File: src/mac_rx_pkg.sv
package mac_rx_pkg;

    //************************************************************
    // xgmii control characters and sizing
    //************************************************************
    localparam logic [7:0] XGMII_IDLE  = 8'h07;        // idle char
    localparam logic [7:0] XGMII_START = 8'hfb;        // start char, lane 0 only
    localparam logic [7:0] XGMII_TERM  = 8'hfd;        // terminate char, any lane

    localparam int BEAT_BYTES      = 8;                // bytes per 64b beat
    localparam int MIN_FRAME_BYTES = 64;               // undersize below this
    localparam int RX_FIFO_DEPTH   = 64;               // data fifo, in beats
    localparam int LEN_FIFO_DEPTH  = 16;               // length fifo, in frames
    localparam int MAX_FRAME_BEATS = 24;               // room kept free per frame

    //************************************************************
    // bus types
    //************************************************************
    typedef struct packed {
        logic [63:0] data;                             // lane 0 in bits 7:0
        logic [7:0]  ctrl;                             // one bit per lane
    } xgmii_word_t;                                    // 72 bits

    typedef struct packed {
        logic        we;                               // beat strobe
        logic        start;                            // first beat of frame
        logic        last;                             // final beat of frame
        logic [3:0]  bcnt;                             // valid bytes 1..8
        logic [63:0] data;                             // frame byte 0 in lane 0
    } rx_beat_t;                                       // 71 bits

    typedef struct packed {
        logic        valid;                            // frame end pulse
        logic        overrun;                          // frame was dropped
        logic [15:0] len;                              // frame byte total
    } frame_done_t;                                    // 18 bits

    typedef struct packed {
        logic [31:0] frames;                           // kept frames
        logic [31:0] bytes;                            // bytes of kept frames
        logic [31:0] undersize;                        // kept, below min
        logic [31:0] oversize;                         // kept, above max_len
        logic [31:0] filter_drops;                     // rejected by da filter
        logic [31:0] overruns;                         // dropped on fifo space
    } rx_stats_t;                                      // 192 bits

    //************************************************************
    // fsm encodings
    //************************************************************
    typedef enum logic [1:0] {
        DEC_IDLE,                                      // waiting for start
        DEC_FRAME,                                     // in frame, word held
        DEC_TAIL                                       // partial last beat pending
    } dec_state_t;

    typedef enum logic {
        FILT_PASS,                                     // frame accepted
        FILT_DROP                                      // frame rejected
    } filt_state_t;

endpackage

File: src/rx_stats.sv
module rx_stats import mac_rx_pkg::*; (
    input  logic        usr_clk,
    input  logic        usr_rst_,
    input  frame_done_t done,                          // frame end from buffer
    input  logic        filt_drop,                     // rejected frame pulse
    input  logic [15:0] max_len,                       // oversize limit
    input  logic        stat_clr,                      // zero all counters
    output rx_stats_t   stats
);

    logic kept;                                        // frame written to fifos
    logic lost;                                        // frame dropped on space

    assign kept = done.valid && !done.overrun;
    assign lost = done.valid && done.overrun;

    always_ff @(posedge usr_clk) begin
        if (!usr_rst_) begin
            stats <= '0;
        end else if (stat_clr) begin
            stats <= '0;                               // same-cycle events lost
        end else begin
            if (kept) begin
                stats.frames <= stats.frames + 32'd1;
                stats.bytes  <= stats.bytes + 32'(done.len);
                if (done.len < 16'(MIN_FRAME_BYTES)) begin
                    stats.undersize <= stats.undersize + 32'd1;
                end
                if (done.len > max_len) begin
                    stats.oversize <= stats.oversize + 32'd1;
                end
            end
            if (lost) begin
                stats.overruns <= stats.overruns + 32'd1;
            end
            if (filt_drop) begin
                stats.filter_drops <= stats.filter_drops + 32'd1;
            end
        end
    end

endmodule

File: config.mk
export PLATFORM = sky130hd
export DESIGN_NAME = rx_stats
export DESIGN_NICKNAME = d
export VERILOG_FILES = /design/src/mac_rx_pkg.sv /design/src/rx_stats.sv
export SDC_FILE = /design/constraint.sdc
export NUM_CORES = 1
export LEC_CHECK = 0
export BUFFER_PORTS_ARGS = -buffer_cell sky130_fd_sc_hd__buf_2
export CAP_MARGIN = 25
export CORE_MARGIN = 2
export CORE_UTILIZATION = 30
export DETAILED_ROUTE_END_ITERATION = 7
export PLACE_DENSITY = 0.52
export RECOVER_POWER = 100
export SETUP_SLACK_MARGIN = 0.5
export SLEW_MARGIN = 20
export SYNTH_ARGS = -nofsm -noshare
export SYNTH_HDL_FRONTEND = slang
export SYNTH_SLANG_ARGS = --single-unit
File: constraint.sdc
create_clock -name usr_clk -period 3.3 [get_ports usr_clk]
set_input_delay 0 -clock usr_clk [delete_from_list [all_inputs] [get_ports usr_clk]]
set_output_delay 0 -clock usr_clk [all_outputs]
set_load 0.01 [all_outputs]
==> out/metrics.csv <==
stage,metric,value,unit
outcome,status,"finished, final reports clean",
layout,largestRegisters,stats: 192 flops,
critical_path,reg2reg_depth,9,
synthesis,synth_top_cells_by_count,"dfxtp_1, nor2_1, nand2_1, xor2_1, nand3_1",
power,total_power,4.732,mW
cts,htreeDepth,4,
timing,min_period,2836,ps
layout,largest_register,stats,
critical_path,critPathSlowestCell,or4_1,
critical_path,crit_arrival,3190,ps
critical_path,crit_type,in2reg,
synthesis,synth-edff-count,0,
power,cellLeakagePower,4.061,nW
die,rows,64,
global_routing,grt_max_degree,150,
power,power_density,414.5,nW/µm²
cts,clock-sinks,192,
critical_path,critPathMaxStageDelay,660,ps
timing,hold_violations,0,
global_routing,gr-total-overflow,0,
run,drv_cap,0,
synthesis,synth_area,9422,µm²
routing,detail_route.wl_per_cell,14.50,µm
die,core,30750,µm²
timing,drv_slew,0,
die,die_w,181.2,µm
cts,path_clk_slew,70,ps
synthesis,yosys_warnings,0,
global_routing,first_global_vias,8057,
routing,routed_via_density,4.815,
die,dieArea,32840,µm²
placed_design,place_area,11030,µm²
synthesis,synth_nets,1206,
synthesis,seq_area_frac_synth,40.80,%
timing,finalSetupViolCount,0,
cts,cts_inserted_buffers,17,
timing,fin_crit_sh,85.95,%
critical_path,cp_num_buf_inv,2,
critical_path,cp_top_family,simple AND/OR/NAND/NOR gates,
placed_design,hpwl,18770,µm
layout,fin_util,37.13,%
synthesis,yosysTopAreaCell,dfxtp_1,
routing,final_antenna_net_count,0,
global_routing,grt_pass1_wl,42090,µm
power,irDropWorstVdd,0.2963,mV
cts,clk_path_buf_depth,2,
synthesis,syn_area_per_cell,8.338,µm²
routing,routed_wl,25570,µm
global_routing,grt.total_usage,15.66,%
timing,fmaxAchievable,352.6,MHz
synthesis,synth_area_leaders,"dfxtp_1, xor2_1, nor2_1",
critical_path,r2r-start,stats[128],
critical_path,rr_endpoint,stats[148],
die,die_y,181.2,µm
synthesis,yosys.area_share.simple,28.35,%
timing,finClkSkew,9.625,ps
critical_path,cp-start-kind,input pin,
synthesis,synth.distinct_cells,56,
layout,finalNonFillerCells,1764,
routing,vias,8494,
layout,syn2layout_area_growth,21.17,%
hold_path,hold_path.startpoint,done[1],
critical_path,crit_end,stats[124],
synthesis,postSynthCellCount,1130,
synthesis,synth_xor_area_share,13.57,%
layout,stdcell_area,11420,µm²
synthesis,synth_mux_area_share,0.4250,%
routing,drc,0,
global_routing,grt_antenna_before_repair,0,
synthesis,synthAdderAreaFrac,5.126,%
layout,drive_gt1_share,6.140,%
timing,tightest_slew,1276,ps
critical_path,setup.worst_path.start,done[16],
cts,post_cts_buffers,0,
die,start_util,30.64,%
synthesis,synth_top_cell_area_share,40.80,%
layout,largest_reg_flops,192,
synthesis,synthFlopType,dfxtp_1,
critical_path,cp_cell_sequence,dlygate4sd3_1 > clkbuf_1 > and2b_1 > nand4_1 > or3_4 > or4_1 > or3_1 > a21oi_1,
layout,n_antenna_cell,0,
synthesis,synthArstFlopShare,0,%
critical_path,cp_max_fo,8,
hold_path,hp-class,in2reg,
cts,cts-root-buf,clkbuf_16,
synthesis,synthMostInstantiatedCell,dfxtp_1,
routing,drt_iter0_markers,382,
layout,final_net_count,1431,
synthesis,synth_compound_area_share,9.044,%
timing,slew_headroom,14.66,%
timing,rsz0062_at_grt,false,
timing,tns,0,ps
synthesis,ys_seq_elements,192,
critical_path,cp.depth,8,
routing,drt_first_pass_iters,7,
critical_path,cp-end-kind,register,
placed_design,portBuffers,229,
placed_design,placedCellCount,1725,
critical_path,worstPathRequired,3660,ps
die,boundaryPins,230,
critical_path,worst-r2r-setup-slack,630,ps
synthesis,synth_top_family_by_area,simple AND/OR/NAND/NOR gates,
placed_design,gp_congestion,0.8451,
cts,clkLatencyLatePin,430,ps
cts,cts_tree,yes,
placed cells by master (no fill, tap or decap), types with 4 or more instances in the layout:
cell type and instances:
a21o_1 12, a21oi_1 66, a31oi_1 4, and2_1 7
and3_1 38, and4_1 19, buf_2 34, buf_4 4
clkbuf_1 199, clkbuf_16 17, dfxtp_1 192, dlygate4sd3_1 7
ha_1 37, inv_1 29, mux2i_1 4, nand2_1 114
nand2b_1 5, nand3_1 67, nand4_1 47, nor2_1 171
nor3_1 11, nor4_1 6, o211ai_1 5, o21ai_0 38
or3_1 31, or3_2 4, xnor2_1 40, xor2_1 106
worst reg2reg max path: stages (launching register included):
cell and delay (ps):
dfxtp_1 330, ha_1 210, fa_1 400, a21o_1 230, a21oi_1 200, a21oi_1 130
o21ai_0 350, and2_0 430, or3_1 170, a21oi_1 60
cell families (layout without fill, tap and decap cells):
kind of cell | after synthesis | count (layout)
AOI/OAI and AO/OA | 146 | 146
xor gates and xnor gates | 146 | 146
muxes | 4 | 4
and+or+nand+nor | 537 | 537
adders and majority gates | 38 | 38
DFF | 192 | 192
buffers and inverters | 67 | 305
metal layers:
| layer | vias up | global-route usage (%) | wire, µm |
|---|---|---|---|
| met1 | 3938 | 20.27 | 12100 |
| met4 | 0 | 4.878 | 395 |
| li1 | 4362 | - | - |
| met2 | 174 | 25.56 | 11690 |
| met3 | 20 | 4.011 | 1383 |
| met5 | - | 0 | 0 |
area by class of cell:
| class | count | area [µm²] |
|---|---|---|
| tap | 396 | 495.5 |
| timing repair buffer | 244 | 1050 |
| inverter | 29 | 108.9 |
| sequential | 192 | 3844 |
| clock inverter | 13 | 162.7 |
| clock buffer | 19 | 432.9 |
| multi-input combinational | 871 | 5323 |
| fill | 3321 | 19330 |
worst min path at each step:
stage                            end  slack, ps  depth (start not counted)
after CTS                 stats[129]         30                          4
after floorplan            stats[32]        150                          2
after global placement     stats[32]        310                          3
after detailed placement   stats[32]        320                          3
after global routing      stats[129]         70                          4
final                     stats[129]         60                          4
where the power goes:
part	total [mW]	internal, mW	leakage, nW	switching, mW
Sequential	2.33	2.32	1.55	0.00837
Clock	2.14	1.20	0.284	0.942
Combinational	0.262	0.0937	2.23	0.168
metrics by stage:
stage	setup slack (ps)	hold slack, ps
CTS	680.2	27.89
floorplan	919.5	147.6
finish	463.6	57.34
global route	288.0	73.59
global placement	784.7	314.6
detailed placement	727.9	324.6
timing repair:
action	CTS	global route
hold buffers	7	0
hold endpoints to repair	11	0
resized for setup	0	2
endpoints found under the setup margin	0	3
Power figures use the tool's default switching activity.
