--- src/mac_rx_pkg.sv ---
package mac_rx_pkg;

    //************************************************************
    // xgmii control characters and sizing
    //************************************************************
    localparam logic [7:0] XGMII_IDLE  = 8'h07;        // idle char
    localparam logic [7:0] XGMII_START = 8'hfb;        // start char, lane 0 only
    localparam logic [7:0] XGMII_TERM  = 8'hfd;        // terminate char, any lane

    localparam int BEAT_BYTES      = 8;                // bytes per 64b beat
    localparam int MIN_FRAME_BYTES = 64;               // undersize below this
    localparam int RX_FIFO_DEPTH   = 64;               // data fifo, in beats
    localparam int LEN_FIFO_DEPTH  = 16;               // length fifo, in frames
    localparam int MAX_FRAME_BEATS = 24;               // room kept free per frame

    //************************************************************
    // bus types
    //************************************************************
    typedef struct packed {
        logic [63:0] data;                             // lane 0 in bits 7:0
        logic [7:0]  ctrl;                             // one bit per lane
    } xgmii_word_t;                                    // 72 bits

    typedef struct packed {
        logic        we;                               // beat strobe
        logic        start;                            // first beat of frame
        logic        last;                             // final beat of frame
        logic [3:0]  bcnt;                             // valid bytes 1..8
        logic [63:0] data;                             // frame byte 0 in lane 0
    } rx_beat_t;                                       // 71 bits

    typedef struct packed {
        logic        valid;                            // frame end pulse
        logic        overrun;                          // frame was dropped
        logic [15:0] len;                              // frame byte total
    } frame_done_t;                                    // 18 bits

    typedef struct packed {
        logic [31:0] frames;                           // kept frames
        logic [31:0] bytes;                            // bytes of kept frames
        logic [31:0] undersize;                        // kept, below min
        logic [31:0] oversize;                         // kept, above max_len
        logic [31:0] filter_drops;                     // rejected by da filter
        logic [31:0] overruns;                         // dropped on fifo space
    } rx_stats_t;                                      // 192 bits

    //************************************************************
    // fsm encodings
    //************************************************************
    typedef enum logic [1:0] {
        DEC_IDLE,                                      // waiting for start
        DEC_FRAME,                                     // in frame, word held
        DEC_TAIL                                       // partial last beat pending
    } dec_state_t;

    typedef enum logic {
        FILT_PASS,                                     // frame accepted
        FILT_DROP                                      // frame rejected
    } filt_state_t;

endpackage

--- src/rx_addr_filter.sv ---
module rx_addr_filter import mac_rx_pkg::*; (
    input  logic        usr_clk,
    input  logic        usr_rst_,
    input  rx_beat_t    in_beat,
    input  logic [47:0] mac_addr,                      // byte 0 in bits 47:40
    input  logic        bcast_en,
    input  logic        prom_mode,
    output rx_beat_t    out_beat,
    output logic        drop                           // pulse on rejected start
);

    filt_state_t st;                                   // decision for rest of frame
    logic [47:0] dst;                                  // destination address
    logic        addr_ok;
    logic        keep;

    always_comb begin
        for (int i = 0; i < 6; i++) begin
            dst[47 - 8*i -: 8] = in_beat.data[8*i +: 8]; // lane order to address order
        end
    end

    assign addr_ok = prom_mode ||
                     (dst == mac_addr) ||
                     (bcast_en && (dst == 48'hffff_ffff_ffff));
    assign keep    = in_beat.start ? addr_ok : (st == FILT_PASS);

    always_ff @(posedge usr_clk) begin
        if (!usr_rst_) begin
            st             <= FILT_PASS;
            drop           <= 1'b0;
            out_beat.we    <= 1'b0;
            out_beat.start <= 1'b0;
            out_beat.last  <= 1'b0;
        end else begin
            out_beat.we    <= in_beat.we && keep;      // strip rejected beats
            out_beat.start <= in_beat.start;
            out_beat.last  <= in_beat.last;
            out_beat.bcnt  <= in_beat.bcnt;
            out_beat.data  <= in_beat.data;
            drop           <= in_beat.we && in_beat.start && !addr_ok;
            if (in_beat.we) begin
                if (in_beat.last) begin
                    st <= FILT_PASS;                   // back to default between frames
                end else if (in_beat.start) begin
                    st <= addr_ok ? FILT_PASS : FILT_DROP;
                end
            end
        end
    end

endmodule

--- config.mk ---
export PLATFORM = sky130hd
export DESIGN_NAME = rx_addr_filter
export DESIGN_NICKNAME = d
export VERILOG_FILES = /design/src/mac_rx_pkg.sv /design/src/rx_addr_filter.sv
export SDC_FILE = /design/constraint.sdc
export NUM_CORES = 1
export LEC_CHECK = 0
export BUFFER_PORTS_ARGS = -buffer_cell sky130_fd_sc_hd__buf_2
export CAP_MARGIN = 10
export CORE_AREA = 2 2 97 80
export CTS_BUF_LIST = sky130_fd_sc_hd__clkbuf_8 sky130_fd_sc_hd__clkbuf_16
export CTS_CLUSTER_DIAMETER = 60
export DETAILED_ROUTE_END_ITERATION = 16
export DIE_AREA = 0 0 99 82
export GPL_TIMING_DRIVEN = 0
export HOLD_SLACK_MARGIN = 0.05
export PLACE_DENSITY_LB_ADDON = 0.15
export SYNTH_ARGS = -nofsm -noshare
export SYNTH_HDL_FRONTEND = slang
export SYNTH_SLANG_ARGS = --single-unit
--- constraint.sdc ---
create_clock -name usr_clk -period 1.6 [get_ports usr_clk]
set_clock_uncertainty 0.05 [all_clocks]
set_input_delay 0.32 -clock usr_clk [delete_from_list [all_inputs] [get_ports usr_clk]]
set_output_delay 0.32 -clock usr_clk [all_outputs]
set_load 0.02 [all_outputs]
==> run metrics <==
TritonCTS clock tree yes; min-delay worst type in2reg; wire per inst 16.7 µm; via count 2173; FF+latch count, synth 73; met3 WL 859 µm; Clk pin slew, worst setup/hold paths 0.08 ns; PortBufs 194; Leak 1.83 nW; R2R Path Start st; Sw Pwr 1.17 mW; H-tree Lvls 3; r2r worst-path depth 2; Ant. Diodes 0; CTS buffer count 9; Seq pwr share 0.499; TritonRoute pass-1 iters 5; Antenna Nets Post-Route 0; mux contribution to synthesized area 0; multi-input logic area 723 µm²; period utilization 0.972; Ys Warns 0; area delta synth->final 46.2%; initial antenna violation count 0; CP Class in2reg; area post-placement 3940 µm²; 1st-iter DRT viols 71; Worst EP required 1.82 ns; Finished Layout Cells 465; Die Ht 82 µm; DRC Markers 0; Tmin final 1.55 ns; share of layout cells above drive strength 1 0.573; Sink Count 73; Sequential cell area 2140 µm²; Post-Syn Nets 288; Distinct cells, synth 17; first-pass GRT wire length 11.2 mm; drt total wl 7.79 mm; Root Driver clkbuf_8; Critical R2R Capture out_beat[70]; Hold Crit Endpoint out_beat[63]; Core Util, Final 0.581; headroom to the max-slew limit 0.404; cells after synthesis 165; dpl hpwl 6.15 mm; CP max FO 3; WHS Path Cells 1; Sw Share 0.257; Synth Area in Compound Gates 0.0101; Worst Tran Pin Value 0.895 ns; core area 7180 µm²; nets 493; Maximum Capacitance Violations 0; final instance area 4170 µm²; final setup fails 0; Max Used Layer met4; status complete, no violations; largest family of logic cells by synthesized area XOR/XNOR gates; xor-xnor portion of the synthesized cell area 0.147; RSZ-0062 raised after global routing no; # fillers 628; overall die width 99 µm; die area 8120 µm²; # placed instances 449; num rows 28; Fin. Hold Viols 0; Worst-Skew Late Latency 0.33 ns; synthesized-area fraction occupied by and/or/nand/nor cells 0.0917; cts hold-fix bufs 0; register area share after synthesis 0.751; Final Power 4.55 mW; hold wc startpoint in_beat[63]; met1 WL 3.24 mm; Clock Power Share 0.346; largest net degree at the start of global routing 73; Arrival @ worst endpoint 1.77 ns; number of global-route vias before repair 2079; Worst VDD drop 0.485 mV; Comb power frac 0.155; post-synthesis area per instance 17.3 µm²; Peak Freq 0.643 GHz; Vias/cell 4.67; IO Count 195; Pint 3.39 mW; gr usage total 0.190; mapped cell area 2850 µm²; met2 WL 3.54 mm; crit end category register; Bufs on Longest Clock Path 2; Cell Pwr Density 1090 nW/µm²; Placer Congestion 0.795; R2R Setup Slk 0.90 ns; total gr overflow 0; adder-cell share of the synthesized area 0; hold_ws 0.0969 ns; Final Slew Violations 0; Initial Utilization 0.397; startpoint types input pin
cell type report:
type                       instances  area share
sequential                        73       0.514
timing repair buffer             194       0.233
multi-input combinational         92       0.173
clock buffer                       9      0.0297
tap                               90      0.0270
clock inverter                     7      0.0228
power by group through the flow:
stage               clock network (mW)  registers, mW  logic, mW
floorplan                            0           2.52      0.103
global placement                     0           2.32      0.698
detailed placement                   0           2.32      0.705
CTS                               1.61           2.28      0.709
global route                      1.68           2.29      0.761
finish                            1.58           2.27      0.704
state kept, by name, indices dropped and copies added (netlist names):
signal / cells
drop: 1
st: 1
out_beat: 71
synth_stat cells:
| cell | n | area, µm² |
|---|---|---|
| nor4_1 | 13 | 81.3 |
| o311ai_2 | 1 | 16.3 |
| nor2_1 | 2 | 7.51 |
| o31ai_1 | 1 | 7.51 |
| nand3_1 | 2 | 10.0 |
| nor3_1 | 1 | 5.00 |
| nand2_1 | 2 | 7.51 |
| and2_1 | 2 | 12.5 |
| nor4_2 | 1 | 12.5 |
| edfxtp_1 | 68 | 2040 |
| xor2_1 | 48 | 420 |
| nand4_1 | 14 | 87.6 |
| nor2b_1 | 2 | 12.5 |
| nand4_2 | 1 | 12.5 |
| nor3b_2 | 1 | 12.5 |
| dfxtp_1 | 5 | 100 |
| o21ai_0 | 1 | 5.00 |
what timing repair did:
| item | 4_1_cts | 5_1_grt |
|---|---|---|
| gates resized for setup | 1 | 1 |
| endpoints found under the hold margin | 0 | 0 |
| endpoints found under the setup margin | 3 | 2 |
| buffers inserted | 0 | 0 |
worst max path at each step:
stage                 startpoint            to  depth (start not counted)
finish               in_beat[40]  out_beat[70]                          6
global route         in_beat[19]  out_beat[70]                          6
CTS                  in_beat[40]  out_beat[70]                          6
detailed placement   in_beat[40]  out_beat[70]                          6
global placement        usr_rst_            st                          3
floorplan           mac_addr[19]  out_beat[70]                          5
cells in the final DEF (no fill, tap or decap):
cell type	netlist	layout
and2_1	2	2
buf_2	0	193
buf_4	0	1
bufinv_16	0	2
clkbuf_8	0	9
clkinvlp_4	0	3
dfxtp_1	5	5
edfxtp_1	68	68
inv_1	0	1
inv_6	0	1
nand2_1	2	2
nand3_1	2	2
nand4_1	14	14
nand4_2	1	1
nor2_1	2	2
nor2b_1	2	2
nor3_1	1	1
nor3b_2	1	1
nor4_1	13	11
nor4_2	1	3
o21ai_0	1	1
o311ai_2	1	1
o31ai_1	1	1
xor2_1	48	48
through the flow:
step / TNS, ns / setup WS (ns)
3_3_place_gp: -25.68 / -0.555
5_1_grt: 0 / 0.00427
4_1_cts: 0 / 0.0375
2_1_floorplan: 0 / 0.120
3_5_place_dp: -1.23 / -0.444
6_report: 0 / 0.0451
cells by family (layout without fill, tap and decap cells):
| logic type | count (synthesis) | in the layout |
|---|---|---|
| flip-flops | 73 | 73 |
| AND/OR/NAND/NOR | 41 | 41 |
| AO/OA/AOI/OAI | 3 | 3 |
| buffers and inverters | 0 | 210 |
| XOR/XNOR | 48 | 48 |
critical path, cell delays in order:
cell,delay [ns]
buf_2,0.12
xor2_1,0.16
nor4_2,0.37
nand4_1,0.20
o311ai_2,0.38
nor3b_2,0.21
layer usage:
layer,track usage,up-vias
li1,-,1050
met1,0.244,983
met2,0.286,128
met3,0.0826,12
met4,0.0726,0
met5,0,-
(Power assumes the default switching activity.)
