`config.mk`:
```
export PLATFORM = sky130hd
export DESIGN_NAME = rx_frame_buffer
export DESIGN_NICKNAME = d
export VERILOG_FILES = /design/src/mac_rx_pkg.sv /design/src/rx_sync_fifo.sv /design/src/rx_frame_buffer.sv
export SDC_FILE = /design/constraint.sdc
export NUM_CORES = 2
export LEC_CHECK = 0
export BUFFER_PORTS_ARGS = -buffer_cell sky130_fd_sc_hd__buf_2
export CORE_MARGIN = 2
export CORE_UTILIZATION = 45
export DETAILED_ROUTE_END_ITERATION = 10
export SKIP_LAST_GASP = 1
export SLEW_MARGIN = 20
export SYNTH_ARGS = -nofsm -noshare
export SYNTH_HDL_FRONTEND = slang
export SYNTH_MEMORY_MAX_BITS = 65536
export SYNTH_SLANG_ARGS = --single-unit
```
`constraint.sdc`:
```
create_clock -name usr_clk -period 5.9 [get_ports usr_clk]
set_input_delay 0.59 -clock usr_clk [delete_from_list [all_inputs] [get_ports usr_clk]]
set_output_delay 0.59 -clock usr_clk [all_outputs]
set_load 0.02 [all_outputs]
```
`src/mac_rx_pkg.sv`:
```
package mac_rx_pkg;

    //************************************************************
    // xgmii control characters and sizing
    //************************************************************
    localparam logic [7:0] XGMII_IDLE  = 8'h07;        // idle char
    localparam logic [7:0] XGMII_START = 8'hfb;        // start char, lane 0 only
    localparam logic [7:0] XGMII_TERM  = 8'hfd;        // terminate char, any lane

    localparam int BEAT_BYTES      = 8;                // bytes per 64b beat
    localparam int MIN_FRAME_BYTES = 64;               // undersize below this
    localparam int RX_FIFO_DEPTH   = 64;               // data fifo, in beats
    localparam int LEN_FIFO_DEPTH  = 16;               // length fifo, in frames
    localparam int MAX_FRAME_BEATS = 24;               // room kept free per frame

    //************************************************************
    // bus types
    //************************************************************
    typedef struct packed {
        logic [63:0] data;                             // lane 0 in bits 7:0
        logic [7:0]  ctrl;                             // one bit per lane
    } xgmii_word_t;                                    // 72 bits

    typedef struct packed {
        logic        we;                               // beat strobe
        logic        start;                            // first beat of frame
        logic        last;                             // final beat of frame
        logic [3:0]  bcnt;                             // valid bytes 1..8
        logic [63:0] data;                             // frame byte 0 in lane 0
    } rx_beat_t;                                       // 71 bits

    typedef struct packed {
        logic        valid;                            // frame end pulse
        logic        overrun;                          // frame was dropped
        logic [15:0] len;                              // frame byte total
    } frame_done_t;                                    // 18 bits

    typedef struct packed {
        logic [31:0] frames;                           // kept frames
        logic [31:0] bytes;                            // bytes of kept frames
        logic [31:0] undersize;                        // kept, below min
        logic [31:0] oversize;                         // kept, above max_len
        logic [31:0] filter_drops;                     // rejected by da filter
        logic [31:0] overruns;                         // dropped on fifo space
    } rx_stats_t;                                      // 192 bits

    //************************************************************
    // fsm encodings
    //************************************************************
    typedef enum logic [1:0] {
        DEC_IDLE,                                      // waiting for start
        DEC_FRAME,                                     // in frame, word held
        DEC_TAIL                                       // partial last beat pending
    } dec_state_t;

    typedef enum logic {
        FILT_PASS,                                     // frame accepted
        FILT_DROP                                      // frame rejected
    } filt_state_t;

endpackage

```
`src/rx_sync_fifo.sv`:
```
module rx_sync_fifo #(
    parameter int WIDTH = 16,
    parameter int DEPTH = 16
) (
    input  logic                       usr_clk,
    input  logic                       usr_rst_,
    input  logic                       wr_en,
    input  logic [WIDTH-1:0]           wr_data,
    input  logic                       rd_en,
    output logic [WIDTH-1:0]           rd_data,    // head entry, show-ahead
    output logic                       empty,
    output logic                       full,
    output logic [$clog2(DEPTH+1)-1:0] used        // entries held
);

    localparam int AW = $clog2(DEPTH);

    logic [WIDTH-1:0] mem [DEPTH];
    logic [AW-1:0]    wr_ptr;
    logic [AW-1:0]    rd_ptr;
    logic             wr_ok;
    logic             rd_ok;

    assign empty   = (used == '0);
    assign full    = (used == ($clog2(DEPTH+1))'(DEPTH));
    assign wr_ok   = wr_en && !full;                   // write on full ignored
    assign rd_ok   = rd_en && !empty;                  // read on empty ignored
    assign rd_data = mem[rd_ptr];

    always_ff @(posedge usr_clk) begin
        if (wr_ok) begin
            mem[wr_ptr] <= wr_data;
        end
    end

    always_ff @(posedge usr_clk) begin
        if (!usr_rst_) begin
            wr_ptr <= '0;
            rd_ptr <= '0;
            used   <= '0;
        end else begin
            if (wr_ok) begin
                wr_ptr <= (wr_ptr == AW'(DEPTH - 1)) ? '0 : wr_ptr + 1'b1; // wrap
            end
            if (rd_ok) begin
                rd_ptr <= (rd_ptr == AW'(DEPTH - 1)) ? '0 : rd_ptr + 1'b1;
            end
            used <= used + wr_ok - rd_ok;              // net occupancy change
        end
    end

endmodule

```
`src/rx_frame_buffer.sv`:
```
module rx_frame_buffer import mac_rx_pkg::*; (
    input  logic        usr_clk,
    input  logic        usr_rst_,
    input  rx_beat_t    in_beat,                       // from address filter
    input  logic        rd_en,                         // pop data fifo
    input  logic        len_rd_en,                     // pop length fifo
    output rx_beat_t    rd_beat,
    output logic        rd_empty,
    output logic [15:0] len_dout,
    output logic        len_empty,
    output frame_done_t done                           // frame end report
);

    logic [$clog2(RX_FIFO_DEPTH+1)-1:0] data_used;
    logic        len_full;
    logic        dropping;                             // current frame dropped
    logic        drop_now;
    logic        data_wr;
    logic        len_wr;
    logic [15:0] len_acc;                              // bytes so far
    logic [15:0] len_tot;                              // bytes incl this beat

    //************************************************************
    // overrun decision and length count
    //************************************************************
    // decided once per frame, on its start beat
    assign drop_now = in_beat.start ?
                      ((data_used > RX_FIFO_DEPTH - MAX_FRAME_BEATS) || len_full) :
                      dropping;
    assign len_tot  = (in_beat.start ? 16'd0 : len_acc) + 16'(in_beat.bcnt);
    assign data_wr  = in_beat.we && !drop_now;
    assign len_wr   = data_wr && in_beat.last;         // total goes with last beat

    always_ff @(posedge usr_clk) begin
        if (!usr_rst_) begin
            dropping   <= 1'b0;
            len_acc    <= 16'd0;
            done.valid <= 1'b0;
        end else begin
            if (in_beat.we) begin
                dropping <= drop_now;                  // hold for rest of frame
                len_acc  <= len_tot;
            end
            done.valid   <= in_beat.we && in_beat.last;
            done.overrun <= drop_now;
            done.len     <= len_tot;
        end
    end

    //************************************************************
    // fifos
    //************************************************************
    rx_sync_fifo #(
        .WIDTH ($bits(rx_beat_t)),
        .DEPTH (RX_FIFO_DEPTH)
    ) u_data_fifo (
        .usr_clk  (usr_clk),
        .usr_rst_ (usr_rst_),
        .wr_en    (data_wr),
        .wr_data  (in_beat),
        .rd_en    (rd_en),
        .rd_data  (rd_beat),
        .empty    (rd_empty),
        .full     (),                                  // space kept by drop rule
        .used     (data_used)
    );

    rx_sync_fifo #(
        .WIDTH (16),
        .DEPTH (LEN_FIFO_DEPTH)
    ) u_len_fifo (
        .usr_clk  (usr_clk),
        .usr_rst_ (usr_rst_),
        .wr_en    (len_wr),
        .wr_data  (len_tot),
        .rd_en    (len_rd_en),
        .rd_data  (len_dout),
        .empty    (len_empty),
        .full     (len_full),
        .used     ()
    );

endmodule

```
==> impl_table.tex <==
\begin{tabular}{lr}
\hline
Metric & Value \\
\hline
\multicolumn{2}{l}{\textbf{Die}} \\
Boundary pin count & around 180 \\
Overall die height & 645 microns \\
Die Outline Area & 0.417 sq mm \\
Chip Width & 645 microns \\
Row cnt & 235 \\
Floorplan core area & just over 0.4 sq mm \\
Initial cell density of the core & a little under half \\
\multicolumn{2}{l}{\textbf{Clocking}} \\
Clock H-tree levels & 5 \\
Total clock sinks & approximately 5k \\
Source-to-sink clock delay at the later pin of the worst-skew pair & slightly above 1000 ps \\
CTS max path bufs & 4 \\
Clock Pin Slew Worst Setup and Hold Paths & about 60 ps \\
Clock root buffer & clkbuf\_16 \\
Buffers inserted by post-CTS timing repair & 0 \\
CTS tree & built \\
Clock buffer count from CTS & $\sim$480 \\
Resized cells post-CTS & 0 \\
\multicolumn{2}{l}{\textbf{Place}} \\
Count of buffers from port buffering & roughly 180 \\
Placed wire-length estimate after detailed placement & between 200000 and 300000 microns \\
Placed instance area & between 0.15 and 0.2 sq mm \\
Final Wtd Congestion & between 0.7 and 0.8 \\
\multicolumn{2}{l}{\textbf{STA}} \\
Max-slew violation count & 0 \\
Relative slew slack & about a quarter \\
Slew at the pin closest to its max-slew limit & $\sim$1100 ps \\
Endpoints failing hold & 0 \\
Final worst path period share & 97.2\% \\
Max Clk Rate & 0.174 GHz \\
Worst hold-check slack & approximately 50 ps \\
Post-route clock skew & 54.6 ps \\
Final number of setup-violating endpoints & 0 \\
Minimum clock period & around 5700 ps \\
Post-Route Setup TNS & 0 ps \\
Unrepaired setup endpoints after global routing & no \\
\multicolumn{2}{l}{\textbf{Yosys}} \\
Synth Flop Type & edfxtp\_1 \\
Synth Area per Inst & roughly 23 sq um \\
Post-synthesis cell count & 7922 \\
Number of synthesis warnings & 0 \\
Cell Area, Synth & roughly 0.19 sq mm \\
Number of synthesized register bits & about 5k \\
Post-synth EDFFs & 4817 \\
Net count of the mapped netlist & $\sim$8k \\
Async set-or-reset flop fraction in the synthesized netlist & 0\% \\
Sequential share of the synthesized area & between 70\% and 80\% \\
Unique cell type count in the Yosys netlist & 68 \\
\multicolumn{2}{l}{\textbf{Detailed routing}} \\
1st-iter DRT viols & between 10k and 15k \\
Antenna viol nets, final & 0 \\
Final wirelength & $\sim$500000 microns \\
Length of the first detailed-routing pass in iterations & 9 \\
Via density per instance & $\sim$6.3 \\
Total vias in the final route & between 90k and 100k \\
Wire per inst & around 35 microns \\
Remaining DRCs & 0 \\
\multicolumn{2}{l}{\textbf{Cells and area}} \\
Final cell area excluding filler cells & between 0.2 and 0.25 sq mm \\
Layout area overhead & 13.4\% \\
Ratio of cells with drive above 1 in the final layout & 28.1\% \\
Most common library cell in the layout ignoring fill and taps & edfxtp\_1 \\
Commonest non-fill, non-tap cells in the layout & edfxtp\_1, mux4\_2, clkbuf\_16, buf\_4, a21oi\_1 \\
Final-stage net count & 8574 \\
\multicolumn{2}{l}{\textbf{Run}} \\
Number of maximum-capacitance constraint violations & 0 \\
\multicolumn{2}{l}{\textbf{Critical path}} \\
Critical path fanouts, max & 20 \\
Crit. End Element & output pin \\
CP Launch Type & register \\
Req. time, crit path & 5310 ps \\
CP Data Arrival Time & approximately 5100 ps \\
Critical path class & reg2out \\
\multicolumn{2}{l}{\textbf{GRT}} \\
Wire length of the first global-routing pass & about 700000 microns \\
Number of global-route vias before repair & a little under 90k \\
Total gr overflow & 0 \\
Initial antenna violation count & 31 \\
GRT Overall Usage & about 24\% \\
Maximum number of pins on one net before global-route repair & $\sim$100 \\
\multicolumn{2}{l}{\textbf{Run status}} \\
Outcome & finished clean \\
\multicolumn{2}{l}{\textbf{Hold path}} \\
Class of the most critical hold timing path & in2reg \\
\multicolumn{2}{l}{\textbf{Power}} \\
Pwr Total & 79000 uW \\
Cell leakage power & between 0.06 and 0.07 uW \\
Maximum VDD drop & 280 uV \\
Areal power density over the cells & roughly 380 mW/mm\^{}2 \\
\hline
\end{tabular}
[kinds of logic after synthesis]
kind of cell / count (synthesis) / share of synthesized area (%)
flip-flops: 4877 / 78.8
adder cells (fa/ha/maj): 33 / 0.235
AO/OA/AOI/OAI: 780 / 2.95
XOR/XNOR: 27 / 0.128
multiplexers: 1366 / 15.6
AND/OR/NAND/NOR: 354 / 0.932
buffers and inverters: 485 / 1.36
[per-stage QoR]
| stage | setup WS, ps | instances | utilization, % |
|---|---|---|---|
| after floorplan | 553 | 7922 | - |
| after global placement | 1200 | 13430 | 47.5 |
| after detailed placement | 1240 | 13433 | 47.5 |
| after CTS | 193 | 14322 | 51.2 |
| after global routing | 226 | 14337 | 51.3 |
| final | 168 | 14342 | 51.3 |
[registers in the layout (all words and copies together) (netlist names), named ones only]
signal / cells
len_acc: 16
u_data_fifo.used: 7
u_len_fifo.rd_ptr: 4
u_len_fifo.wr_ptr: 4
u_data_fifo.wr_ptr: 6
u_len_fifo.used: 5
done: 18
u_data_fifo.rd_ptr: 6
u_len_fifo.mem: 256
dropping: 1
u_data_fifo.mem: 4544
[worst max-delay path, stage by stage, from the launching register on]
cell and delay, ps:
dfxtp_1 580, and2_2 640, nand2_2 790, buf_4 380, o221ai_1 160, a21oi_1 410
a21oi_1 70, a221oi_1 750, buf_2 310
[path summary, 6_finish.rpt]
path,cells after the start,endpoint,slack (ps),start
setup / recovery,8,rd_beat[15],170,register
hold / removal,1,u_data_fifo.mem[4][64]$_DFFE_PP_,50,in_beat[64]
setup reg to reg,10,u_data_fifo.mem[10][38]$_DFFE_PP_,1550,u_data_fifo.used[4]$_SDFF_PN0_
hold reg to reg,2,len_acc[2]$_SDFFE_PN0P_,490,len_acc[2]$_SDFFE_PN0P_
[layer usage]
metal | vias up | GRT usage [%] | share of wire, %
met5 | - | 0 | 0.0091
met4 | 6 | 6.12 | 2.6
met3 | 698 | 3.57 | 8.4
met2 | 4429 | 39.3 | 49
met1 | 49591 | 34.3 | 40
li1 | 35312 | - | -
[synthesized netlist by cell type, drive strengths merged, types with 20 or more instances]
cell	instances	area [sq um]
edfxtp	4817	145000
mux4	1216	27400
buf	264	1700
a21oi	230	1150
clkbuf	185	694
nor2	152	573
mux2i	150	1500
a221oi	134	1200
o221ai	99	867
o22ai	90	563
a22o	74	648
o21ai	70	350
dfxtp	60	1200
nand2	54	203
inv	35	131
nor2b	32	200
ha	30	375
and3	24	150
a211oi	20	150
and2	20	125
[area by class of cell]
| cell class | instances | area [sq um] |
|---|---|---|
| antenna | 18 | 45.0 |
| clock buffer | 589 | 12500 |
| clock inverter | 299 | 2530 |
| fill | 31522 | 200000 |
| inverter | 36 | 135 |
| multi-input combinational | 2560 | 37300 |
| sequential | 4877 | 146000 |
| tap | 5451 | 6820 |
| timing repair buffer | 512 | 4710 |
[where the power goes]
group | internal, uW | switching [uW] | total (uW)
sequential | 38300 | 248 | 38500
combinational | 5180 | 5830 | 11000
clock | 16500 | 13000 | 29500
total | 60000 | 19100 | 79000
[timing repair]
item,CTS,global route
endpoints found under the setup margin,0,0
hold buffers,1,0
endpoints found under the hold margin,1,0
(Power assumes the default switching activity.)
