$ cat config.mk
export PLATFORM = sky130hd
export DESIGN_NAME = xgmii_rx_decoder
export DESIGN_NICKNAME = d
export VERILOG_FILES = /design/src/mac_rx_pkg.sv /design/src/xgmii_rx_decoder.sv
export SDC_FILE = /design/constraint.sdc
export NUM_CORES = 1
export LEC_CHECK = 0
export ABC_AREA = 1
export BUFFER_PORTS_ARGS = -buffer_cell sky130_fd_sc_hd__buf_4
export CELL_PAD_IN_SITES_DETAIL_PLACEMENT = 0
export CELL_PAD_IN_SITES_GLOBAL_PLACEMENT = 1
export CORE_MARGIN = 3
export CORE_UTILIZATION = 37
export CTS_CLUSTER_SIZE = 16
export DETAILED_ROUTE_END_ITERATION = 8
export PLACE_DENSITY = 0.84
export SLEW_MARGIN = 20
export SYNTH_ARGS = -nofsm -noshare
export SYNTH_HDL_FRONTEND = slang
export SYNTH_SLANG_ARGS = --single-unit
$ cat constraint.sdc
create_clock -name usr_clk -period 2.45 [get_ports usr_clk]
set_input_delay 0.245 -clock usr_clk [delete_from_list [all_inputs] [get_ports usr_clk]]
set_output_delay 0.245 -clock usr_clk [all_outputs]
set_load 0.01 [all_outputs]
$ cat src/mac_rx_pkg.sv
package mac_rx_pkg;

    //************************************************************
    // xgmii control characters and sizing
    //************************************************************
    localparam logic [7:0] XGMII_IDLE  = 8'h07;        // idle char
    localparam logic [7:0] XGMII_START = 8'hfb;        // start char, lane 0 only
    localparam logic [7:0] XGMII_TERM  = 8'hfd;        // terminate char, any lane

    localparam int BEAT_BYTES      = 8;                // bytes per 64b beat
    localparam int MIN_FRAME_BYTES = 64;               // undersize below this
    localparam int RX_FIFO_DEPTH   = 64;               // data fifo, in beats
    localparam int LEN_FIFO_DEPTH  = 16;               // length fifo, in frames
    localparam int MAX_FRAME_BEATS = 24;               // room kept free per frame

    //************************************************************
    // bus types
    //************************************************************
    typedef struct packed {
        logic [63:0] data;                             // lane 0 in bits 7:0
        logic [7:0]  ctrl;                             // one bit per lane
    } xgmii_word_t;                                    // 72 bits

    typedef struct packed {
        logic        we;                               // beat strobe
        logic        start;                            // first beat of frame
        logic        last;                             // final beat of frame
        logic [3:0]  bcnt;                             // valid bytes 1..8
        logic [63:0] data;                             // frame byte 0 in lane 0
    } rx_beat_t;                                       // 71 bits

    typedef struct packed {
        logic        valid;                            // frame end pulse
        logic        overrun;                          // frame was dropped
        logic [15:0] len;                              // frame byte total
    } frame_done_t;                                    // 18 bits

    typedef struct packed {
        logic [31:0] frames;                           // kept frames
        logic [31:0] bytes;                            // bytes of kept frames
        logic [31:0] undersize;                        // kept, below min
        logic [31:0] oversize;                         // kept, above max_len
        logic [31:0] filter_drops;                     // rejected by da filter
        logic [31:0] overruns;                         // dropped on fifo space
    } rx_stats_t;                                      // 192 bits

    //************************************************************
    // fsm encodings
    //************************************************************
    typedef enum logic [1:0] {
        DEC_IDLE,                                      // waiting for start
        DEC_FRAME,                                     // in frame, word held
        DEC_TAIL                                       // partial last beat pending
    } dec_state_t;

    typedef enum logic {
        FILT_PASS,                                     // frame accepted
        FILT_DROP                                      // frame rejected
    } filt_state_t;

endpackage

$ cat src/xgmii_rx_decoder.sv
module xgmii_rx_decoder import mac_rx_pkg::*; (
    input  logic        usr_clk,
    input  logic        usr_rst_,
    input  logic        rx_en,                         // frame gate, checked at start
    input  xgmii_word_t xgmii,
    output rx_beat_t    beat
);

    dec_state_t  state;
    logic [63:0] hold;                                 // one word of delay
    logic        hold_vld;                             // hold has frame data
    logic        sof_pend;                             // next beat gets start
    logic [3:0]  tail_bcnt;                            // bytes in tail beat
    logic        is_sof;
    logic        eof_hit;
    logic [2:0]  eof_lane;                             // lowest end lane
    logic [63:0] tail_data;
    logic        emit;
    logic        emit_last;

    //************************************************************
    // word decode
    //************************************************************
    assign is_sof = xgmii.ctrl[0] && (xgmii.data[7:0] == XGMII_START);

    always_comb begin
        eof_hit  = 1'b0;
        eof_lane = 3'd0;
        for (int i = BEAT_BYTES - 1; i >= 0; i--) begin  // downward so lowest lane wins
            if (xgmii.ctrl[i] && ((xgmii.data[8*i +: 8] == XGMII_TERM) ||
                                  (xgmii.data[8*i +: 8] == XGMII_IDLE))) begin
                eof_hit  = 1'b1;                       // stray idle also ends frame
                eof_lane = 3'(i);
            end
        end
    end

    always_comb begin
        for (int i = 0; i < BEAT_BYTES; i++) begin
            tail_data[8*i +: 8] = (i < eof_lane) ? xgmii.data[8*i +: 8] : 8'h00; // clear past end
        end
    end

    // held word goes out when the next word is seen
    assign emit      = (state == DEC_TAIL) || ((state == DEC_FRAME) && hold_vld);
    assign emit_last = (state == DEC_TAIL) ||
                       ((state == DEC_FRAME) && eof_hit && (eof_lane == 3'd0));

    //************************************************************
    // beat output and fsm
    //************************************************************
    always_ff @(posedge usr_clk) begin
        if (!usr_rst_) begin
            state      <= DEC_IDLE;
            hold_vld   <= 1'b0;
            sof_pend   <= 1'b0;
            beat.we    <= 1'b0;
            beat.start <= 1'b0;
            beat.last  <= 1'b0;
        end else begin
            beat.we    <= emit;
            beat.start <= emit && sof_pend;
            beat.last  <= emit && emit_last;
            beat.bcnt  <= (state == DEC_TAIL) ? tail_bcnt : 4'(BEAT_BYTES);
            beat.data  <= hold;                        // always the held word
            if (emit) begin
                sof_pend <= 1'b0;
            end
            case (state)
                DEC_IDLE: begin
                    if (is_sof && rx_en) begin         // preamble lanes discarded
                        state    <= DEC_FRAME;
                        hold_vld <= 1'b0;
                        sof_pend <= 1'b1;
                    end
                end
                DEC_FRAME: begin
                    if (!eof_hit) begin
                        hold     <= xgmii.data;        // plain data word
                        hold_vld <= 1'b1;
                    end else if (eof_lane == 3'd0) begin
                        state <= DEC_IDLE;             // held word was the last
                    end else begin
                        hold      <= tail_data;        // k bytes left for tail
                        tail_bcnt <= {1'b0, eof_lane};
                        state     <= DEC_TAIL;
                    end
                end
                DEC_TAIL: begin
                    state <= DEC_IDLE;                 // tail beat sent this edge
                end
                default: begin
                    state <= DEC_IDLE;
                end
            endcase
        end
    end

endmodule

==> results of run 1 <==
worst min path at each step:
stage	end	slack, ps	cells past startpoint
2_1_floorplan	beat[0]$_DFFE_PP_	360	0
3_3_place_gp	beat[51]$_DFFE_PP_	400	0
3_5_place_dp	beat[14]$_DFFE_PP_	400	0
4_1_cts	hold[6]$_DFFE_PP_	100	3
5_1_grt	hold[6]$_DFFE_PP_	120	3
6_report	hold[6]$_DFFE_PP_	120	3
cells by family (layout without fill, tap and decap cells):
| kind of cell | count (synthesis) | count (layout) |
|---|---|---|
| AOI/OAI and AO/OA | 19 | 19 |
| buffers and inverters | 82 | 259 |
| DFF | 142 | 142 |
| and+or+nand+nor | 223 | 223 |
layout by cell type, fill, tap and decap left out, types with 2 or more instances in the layout:
master and instances:
inv_1 59, nand3_1 16, clkbuf_16 17, nand2_4 2
nor3_1 17, nor2_4 2, nor3b_1 2, nor2_2 10
o21ai_1 6, nor2_1 50, buf_12 2, dfxtp_1 7
nand2_2 3, buf_4 148, nand4_1 4, a21oi_1 6
clkinvlp_4 4, edfxtp_1 135, bufinv_16 6, clkinv_1 4
inv_2 17, nand2_1 113, o21ai_0 2
area by class of cell:
cell class              count  share of cell area, %
flip-flops and latches    142                   55.0
clock inverters            14                   2.92
repair buffers            150                   15.1
multi-input cells         242                   14.5
clock buffers              17                   5.58
inverters                  78                   3.92
well taps                 184                   3.02
routing by layer:
layer,share of wire [%],wire [µm]
met1,40,4630
met2,51,5880
met4,0.89,102
met5,0,0
met3,7.3,831
cell usage after synthesis (2+ instances only):
cell type,count
nor2_4,2
inv_2,17
buf_6,3
nand3_1,16
inv_1,60
nor2_2,10
nand2_2,3
nand4_1,4
nor3_1,17
nor3b_1,2
a21oi_1,6
nand2_1,113
o21ai_0,2
nand2_4,2
edfxtp_1,135
nor2_1,50
o21ai_1,6
dfxtp_1,7
power groups by stage:
stage | logic [W] | registers [W] | clock network (W)
floorplan | 0.000110 | 0.00276 | 0
global placement | 0.000333 | 0.00274 | 0
detailed placement | 0.000341 | 0.00275 | 0
CTS | 0.000343 | 0.00270 | 0.00285
global route | 0.000379 | 0.00270 | 0.00297
finish | 0.000340 | 0.00269 | 0.00279
flip-flops by register name, indices dropped and copies added, names as in the netlist:
register   cells
hold          64
tail_bcnt      3
state          2
beat          71
sof_pend       1
hold_vld       1
worst max-delay path: stages:
cell,delay [ps]
buf_4,120
inv_2,50
nand2_1,50
nor3_1,200
nand2_1,90
nand2_1,80
nand2_2,80
nand2_4,140
inv_4,80
nand2_4,160
nor2_4,110
nor2_2,130
nand2_1,80
a21oi_1,260
stage by stage:
step | utilization (%) | cells | hold slack, ps
6_report | 51.9 | 827 | 119
5_1_grt | 51.9 | 827 | 124
4_1_cts | 51.9 | 827 | 102
3_5_place_dp | 47.5 | 796 | 405
3_3_place_gp | 47.5 | 796 | 402
2_1_floorplan | - | 466 | 357
==> impl_metrics.toml, run 1 <==
[routing]
drtPass1Iterations = 4
drtIter0Drc = 268
wl_per_cell_um = 13.8
vias = 3731
routed_wl_um = 11400
drtAntennaViolNets = 0
vias_per_cell = 4.51
drc = 0

[setup_path]
cp-start-kind = "input pin"
cp.required_ps = 2530
arrival_ps = 1870
path_class = "input pin to register"
crit_path_max_fanout = 14
cp-endpoint = "tail_bcnt[0]$_DFFE_PP_"
r2r_cells = 6
crit_path_end_kind = "register"
critPathLaunch = "xgmii[13]"
reg2reg_slack_ps = 1030
rr_startpoint = "state[0]$_SDFFE_PN0P_"
timing.rr.end = "tail_bcnt[0]$_DFFE_PP_"

[floorplanning]
die-area_um2 = 16700
fp-row-count = 44
ios = 146
floorplan.initialDensity_pct = 38.3
coreArea_um2 = 14700
fp.dieW_um = 129
fp.dieH_um = 129

[cts]
clockBufferDepth = 2
cts_sinks = 142
cts_resized = 0
holdBufCountCts = 0
clk_pin_slew_ps = 50
cts_setup_buffers = 0
root_buffer = "clkbuf_16"
h-tree-depth = 4
cts_tree = "built"
clock_latency_ps = 410
cts_buffers = 17

[timing]
relSlewSlack_pct = 75.7
grt_setup_unrepaired = "false"
fin_crit_ps = 1780
drv_slew = 0
final-setup-viol-count = 0
setup_slack_ps = 666
finalCritPeriodShare_pct = 72.8
final.setup.tns_ps = 0
hold_viol = 0
tightest_slew_ps = 363
fmax_mhz = 560
fin_skew_ps = 7.64

[placement]
place_area_um2 = 6980
place.port_buffers = 145
pre_cts_slack_ps = 188
dpl.hpwl_um = 8630
routabilityCongestion = 0.903

[min_path]
min_path_type = "input pin to register"
hp-start = "xgmii[14]"

[logic_synthesis]
muxShareOfSynthArea_pct = 0
ys_seq_area_share_pct = 74.5
synth_area_um2 = 5630
ys.flop_type = "edfxtp_1"
synthSimpleGateAreaFrac_pct = 17.4
yosys.area.top_type = "edfxtp_1"
netlist.area_leader.share_pct = 72.0
synth.distinct_cells = 29
synth_warnings = 0
ys_seq_elements = 142
async_reset_ff_share_pct = 0
synth_area_leaders = "edfxtp_1 72%, nand2_1 7.5%, inv_1 4.0%"
synthAdderAreaFrac_pct = 0
synth_xor_area_share_pct = 0
synth_compound_area_share_pct = 2.24
synthCells = 466
synth_edf_count = 135
avgSynthCellArea_um2 = 12.1
synth_top_family_by_area = "simple AND/OR/NAND/NOR gates"
syn_nets = 541

[finish]
syn_to_final_growth_pct = 35.4
fin_area_um2 = 7630
diodes = 0
regArea_um2 = 4190
nFillCells = 1231
nets = 706
multi_input_area_um2 = 1100
drive_gt1_share_pct = 34.1

[global_routing]
grt-busiest-layer = "met2"
antenna_found_initial = 0
grt_pass1_vias = 3647
grt-ovfl-total = 0
grtUsageMet1_pct = 16.9
grt_util_met2_pct = 23.9
grt_start_max_net_pins = 63
grt_first_pass_wirelength_um = 18000
track_usage_pct = 14.2
grtUsageMet3_pct = 5.11

[pwr]
ir_drop_mv = 0.455
p_comb_share_pct = 5.8
p_switching_w = 0.00110
power_w = 0.00583
power_density_nw_per_um2 = 764
p_sw_share_pct = 18.8
p_int_w = 0.00473
clockPowerShare_pct = 47.9
pwr-share-seq_pct = 46.3
p_leak_nw = 3.24

[status]
outcome = "completed"

[flow_run]
cap_violations = 0
No activity file was read; power rests on OpenSTA's default activity.
==> run 2: changes to the inputs <==
==> constraint.sdc (replaced) <==
create_clock -name usr_clk -period 1.45 [get_ports usr_clk]
set_input_delay 0.145 -clock usr_clk [delete_from_list [all_inputs] [get_ports usr_clk]]
set_output_delay 0.145 -clock usr_clk [all_outputs]
set_load 0.01 [all_outputs]
==> run 2 against run 1 <==
Compared with the run above: first-iteration DRC count shrank 35%; final area is 12% higher; die area stayed put; count of clock-buffer cells in the layout stayed put; sequential power rose by 69%; power grew 62%; non-clock buffer count increased by 79; largest power group is now registers.
==> impl_metrics.toml, run 2 (synthesized netlist as in run 1, its figures left out) <==
[cts]
h-tree-depth = 4
cts_buffers = 17
cts_tree = "built"
root_buffer = "clkbuf_16"
clock_latency_ps = 410
clockBufferDepth = 2
cts_sinks = 142
clk_pin_slew_ps = 60

[pwr]
power_w = 0.00946
p_comb_share_pct = 8.2
p_leak_nw = 3.67
pwr-share-seq_pct = 48.1
p_sw_share_pct = 21.1
power_density_nw_per_um2 = 1110
ir_drop_mv = 0.801
p_switching_w = 0.00199
clockPowerShare_pct = 43.7
p_int_w = 0.00746

[timing]
fmax_mhz = 734
setup_slack_ps = 87.7
tightest_slew_ps = 356
finalCritPeriodShare_pct = 93.9
fin_skew_ps = 7.17
whs_ps = 23.5
drv_slew = 0
hold_viol = 0
fin_crit_ps = 1360
relSlewSlack_pct = 76.3
final-setup-viol-count = 0

[finish]
diodes = 0
syn_to_final_growth_pct = 51.3
final_cell_mix = "212 x buf_4, 135 x edfxtp_1, 95 x nand2_1, 52 x inv_1, 48 x nor2_1"
largest_reg_flops = 71
final_util_pct = 58.0
drive_gt1_share_pct = 48.7
multi_input_area_um2 = 1340
nets = 785
nFillCells = 1123
top_register = "beat"
largest_registers = "beat: 71 flops, hold: 64 flops, tail_bcnt: 3 flops"
regArea_um2 = 4190
final_common_cell = "buf_4"

[flow_run]
cap_violations = 0

[routing]
drc = 0
routed_wl_um = 12700
wl_per_cell_um = 14.0
wl_met1_um = 5020
drtIter0Drc = 173
top_layer_used = "met4"
drtPass1Iterations = 7
drtAntennaViolNets = 0
dr_wl_met3_um = 587
vias = 4075
vias_per_cell = 4.49
wl_met2_um = 6900

[setup_path]
crit_path_max_fanout = 39
timing.rr.end = "hold[28]$_DFFE_PP_"
cp.required_ps = 1600
slowest_stage = "nand4_1"
worstPathCellList = "buf_4 > nand2_1 > nor3_4 > buf_4 > nand3_1 > nand2_1 > nand4_1 > nand3_2 > clkinvlp_4 > buf_12"
rr_startpoint = "state[0]$_SDFFE_PN0P_"
cp-start-kind = "input pin"
reg2reg_slack_ps = 110
cp_top_family = "simple AND/OR/NAND/NOR gates"
r2r_cells = 5
crit_path_end_kind = "register"
path_class = "input pin to register"
path_buf_inv = 4
critPathMaxStageDelay_ps = 210
crit_cells = 10
arrival_ps = 1510

[global_routing]
grt_first_pass_wirelength_um = 19500
track_usage_pct = 15.3
grt_start_max_net_pins = 67
grt_pass1_vias = 4113
grt-ovfl-total = 0
antenna_found_initial = 0

[status]
outcome = "completed"

[floorplanning]
fp-row-count = 44
fp.dieW_um = 129
coreArea_um2 = 14700
die-area_um2 = 16700
ios = 146
floorplan.initialDensity_pct = 38.3
fp.dieH_um = 129

[placement]
dpl.hpwl_um = 9290
pre_cts_slack_ps = -495
place.port_buffers = 145
routabilityCongestion = 0.865

[min_path]
hp-start = "xgmii[12]"
holdPathEnd = "hold[4]$_DFFE_PP_"
min_path_cells = 3
min_path_type = "input pin to register"
-- run 2: power groups by stage --
stage	clock network (W)	logic (W)	registers, W
global route	0.00443	0.000845	0.00455
CTS	0.00423	0.000731	0.00455
global placement	0	0.000701	0.00464
floorplan	0	0.000202	0.00467
finish	0.00413	0.000772	0.00455
detailed placement	0	0.000723	0.00464
-- run 2: worst max path at each step --
stage,startpoint,end,slack [ps]
CTS,xgmii[49],tail_bcnt[2]$_DFFE_PP_,4
global route,xgmii[49],hold[37]$_DFFE_PP_,-20
global placement,xgmii[49],hold[32]$_DFFE_PP_,-430
detailed placement,xgmii[49],hold[32]$_DFFE_PP_,-490
finish,xgmii[15],hold[28]$_DFFE_PP_,90
floorplan,xgmii[13],hold[0]$_DFFE_PP_,-800
-- run 2: cell type report --
type,instances,area share [%]
clock inverters,15,1.72
repair buffers,229,21.6
multi-input cells,242,15.7
clock buffers,17,4.99
inverters,78,3.99
well taps,184,2.70
flip-flops and latches,142,49.2
-- run 2: timing repair --
action,CTS,global route
hold endpoints to repair,2,0
resized for setup,2,59
endpoints found under the setup margin,14,29
hold buffers,1,0
pin swaps,2,32
setup buffers,0,10
-- run 2: through the flow --
step           TNS (ps)  cell area [µm²]  std cells
3_3_place_gp     -29350             7640        864
5_1_grt           -92.9             8520        907
6_report              0             8520        907
3_5_place_dp     -34710             7640        864
2_1_floorplan    -52560             5750        466
4_1_cts               0             8230        897
-- run 2: layer usage --
| metal | global-route usage (%) | up-vias |
|---|---|---|
| met5 | 0 | - |
| met4 | 6.49 | 0 |
| met3 | 4.33 | 24 |
| met2 | 27.8 | 100 |
| met1 | 16.7 | 1915 |
| li1 | - | 2036 |
-- run 2: worst reg2reg max path, stage by stage, from the launching register on --
cell and delay (ps):
dfxtp_1 320, inv_1 60, nor2_2 150, nand3_2 110, clkinvlp_4 130, buf_12 230
==> run 3: changes to the inputs <==
--- a/config.mk
+++ b/config.mk
@@ -5,15 +5,15 @@
 export SDC_FILE = /design/constraint.sdc
 export NUM_CORES = 1
 export LEC_CHECK = 0
-export ABC_AREA = 1
 export BUFFER_PORTS_ARGS = -buffer_cell sky130_fd_sc_hd__buf_4
 export CELL_PAD_IN_SITES_DETAIL_PLACEMENT = 0
 export CELL_PAD_IN_SITES_GLOBAL_PLACEMENT = 1
 export CORE_MARGIN = 3
-export CORE_UTILIZATION = 37
+export CORE_UTILIZATION = 39
 export CTS_CLUSTER_SIZE = 16
 export DETAILED_ROUTE_END_ITERATION = 8
-export PLACE_DENSITY = 0.84
+export PLACE_DENSITY = 0.85
+export REMOVE_ABC_BUFFERS = 1
 export SLEW_MARGIN = 20
 export SYNTH_ARGS = -nofsm -noshare
 export SYNTH_HDL_FRONTEND = slang
==> run 3 against run 2 <==
Compared with the run above: fmax shrank 2.2%; worst hold slack gained 0.59 ps; final cell count shrank 21%; critical path type unchanged.
==> impl_metrics.toml, run 3 <==
[routing]
routed_wl_um = 11400
vias_per_cell = 4.87
vias = 3506
wl_per_cell_um = 15.9
drtIter0Drc = 250
drtAntennaViolNets = 0
drc = 0
drtPass1Iterations = 4

[placement]
dpl.hpwl_um = 8410
routabilityCongestion = 0.751
place.port_buffers = 145
place_area_um2 = 7100
pre_cts_slack_ps = -580

[finish]
fin_area_um2 = 7860
nFillCells = 1066
nets = 606
largest_reg_flops = 71
syn_to_final_growth_pct = 44.8
drive_gt1_share_pct = 44.5
top_register = "beat"
diodes = 0
largest_registers = "beat: 71 flops, hold: 64 flops, tail_bcnt: 3 flops"
final_cell_mix = "183 x buf_4, 135 x edfxtp_1, 41 x and2_1, 18 x inv_1, 17 x clkbuf_16"
final_util_pct = 58.4
final_common_cell = "buf_4"

[status]
outcome = "completed"

[floorplanning]
fp-row-count = 42
fp.dieH_um = 124
die-area_um2 = 15400
fp.dieW_um = 124
ios = 146
coreArea_um2 = 13500
floorplan.initialDensity_pct = 40.4

[cts]
cts_buffers = 17
cts_tree = "built"
h-tree-depth = 4
clockBufferDepth = 2
clock_latency_ps = 410
clk_pin_slew_ps = 60
root_buffer = "clkbuf_16"
cts_sinks = 142

[setup_path]
arrival_ps = 1620
crit_path_end_kind = "register"
cp-start-kind = "input pin"
cp.required_ps = 1680
crit_path_max_fanout = 9
path_class = "input pin to register"

[logic_synthesis]
ys_seq_elements = 142
yosysMostFrequentCell = "edfxtp_1"
ys.flop_type = "edfxtp_1"
synth.distinct_cells = 42
ys_seq_area_share_pct = 77.3
async_reset_ff_share_pct = 0
netlist.area_leader.share_pct = 74.7
synth_warnings = 0
synth_area_um2 = 5430
synth_edf_count = 135
yosys.area.top_type = "edfxtp_1"
avgSynthCellArea_um2 = 16.7
synth_area_leaders = "edfxtp_1 75%, and2_1 4.7%, dfxtp_1 2.6%"
synthCells = 325
synth.top_cells.by_count = "135 x edfxtp_1, 41 x and2_1, 18 x inv_1"

[timing]
fmax_mhz = 718
fin_crit_ps = 1390
fin_skew_ps = 5.58
tightest_slew_ps = 426
finalCritPeriodShare_pct = 96.0
drv_slew = 0
hold_viol = 0
setup_slack_ps = 57.3
final-setup-viol-count = 0
relSlewSlack_pct = 71.5

[pwr]
power_density_nw_per_um2 = 1270
ir_drop_mv = 0.678
p_leak_nw = 3.08

[global_routing]
track_usage_pct = 15.4
grt_start_max_net_pins = 71
antenna_found_initial = 0
grt-ovfl-total = 0
grt_first_pass_wirelength_um = 17300
grt_pass1_vias = 3490

[min_path]
min_path_type = "input pin to register"

[flow_run]
cap_violations = 0
run 3: cell types whose count changed after synthesis, moves of 12 or more:
cell	before	now
and2_1	1	41
nor2_1	50	13
inv_1	60	18
nand3_1	16	4
nand2_1	113	13
inv_2	17	0
run 3: cell families after synthesis:
logic type | after synthesis | share of synthesized area [%]
DFF | 142 | 77.3
and+or+nand+nor | 127 | 14.9
AOI/OAI and AO/OA | 35 | 6.13
buffers and inverters | 21 | 1.68
run 3: worst paths after layout:
check                           slack [ps]  depth (start not counted)                  start            endpoint
worst max-delay path                    60                          7              xgmii[67]  hold[49]$_DFFE_PP_
worst min-delay path                    20                          2              xgmii[32]  hold[24]$_DFFE_PP_
worst min register to register         410                          0     hold[45]$_DFFE_PP_  beat[45]$_DFFE_PP_
worst max register to register         100                          5  state[0]$_SDFFE_PN0P_  hold[37]$_DFFE_PP_
run 3: metrics by stage:
step	hold slack [ps]	power, W	std cells	setup TNS (ps)
6_report	24.1	0.00996	720	0
2_1_floorplan	257	0.00480	322	-179180
3_5_place_dp	405	0.00519	685	-36040
5_1_grt	17.3	0.0103	720	-24.8
3_3_place_gp	401	0.00517	685	-31120
4_1_cts	7.00	0.0100	718	-77.7
run 3: what timing repair did:
action	CTS	global route
hold buffers	1	0
cloned	0	0
endpoints found under the setup margin	9	83
endpoints found under the hold margin	1	0
pin swaps	0	2
gates resized for setup	1	9
setup buffers	0	2
run 3: worst max-delay path, cell delays in order:
cell	delay (ps)
buf_4	120
nor4b_1	300
a2bb2oi_1	190
a211oi_2	250
buf_4	170
o221ai_4	160
a211oi_1	290
run 3: final cells by class:
class / count / area (µm²) / area share, %
repair buffers: 190 / 1500 / 19.0
clock inverters: 14 / 240 / 3.06
inverters: 18 / 67.6 / 0.860
flip-flops and latches: 142 / 4190 / 53.4
multi-input cells: 162 / 1210 / 15.4
well taps: 176 / 220 / 2.80
clock buffers: 18 / 429 / 5.46
run 3: metal layers:
layer  global-route usage [%]  share of wire (%)  up-vias
met5                        0                  0        -
met4                     6.16                1.6        0
met3                     3.95                5.9       13
met2                     27.2                 53      123
met1                     17.8                 40     1699
li1                         -                  -     1671
run 3: power breakdown:
group	internal (W)	switching, W
clock network	0.00323	0.00161
logic	0.000315	0.000248
registers	0.00453	0.0000161
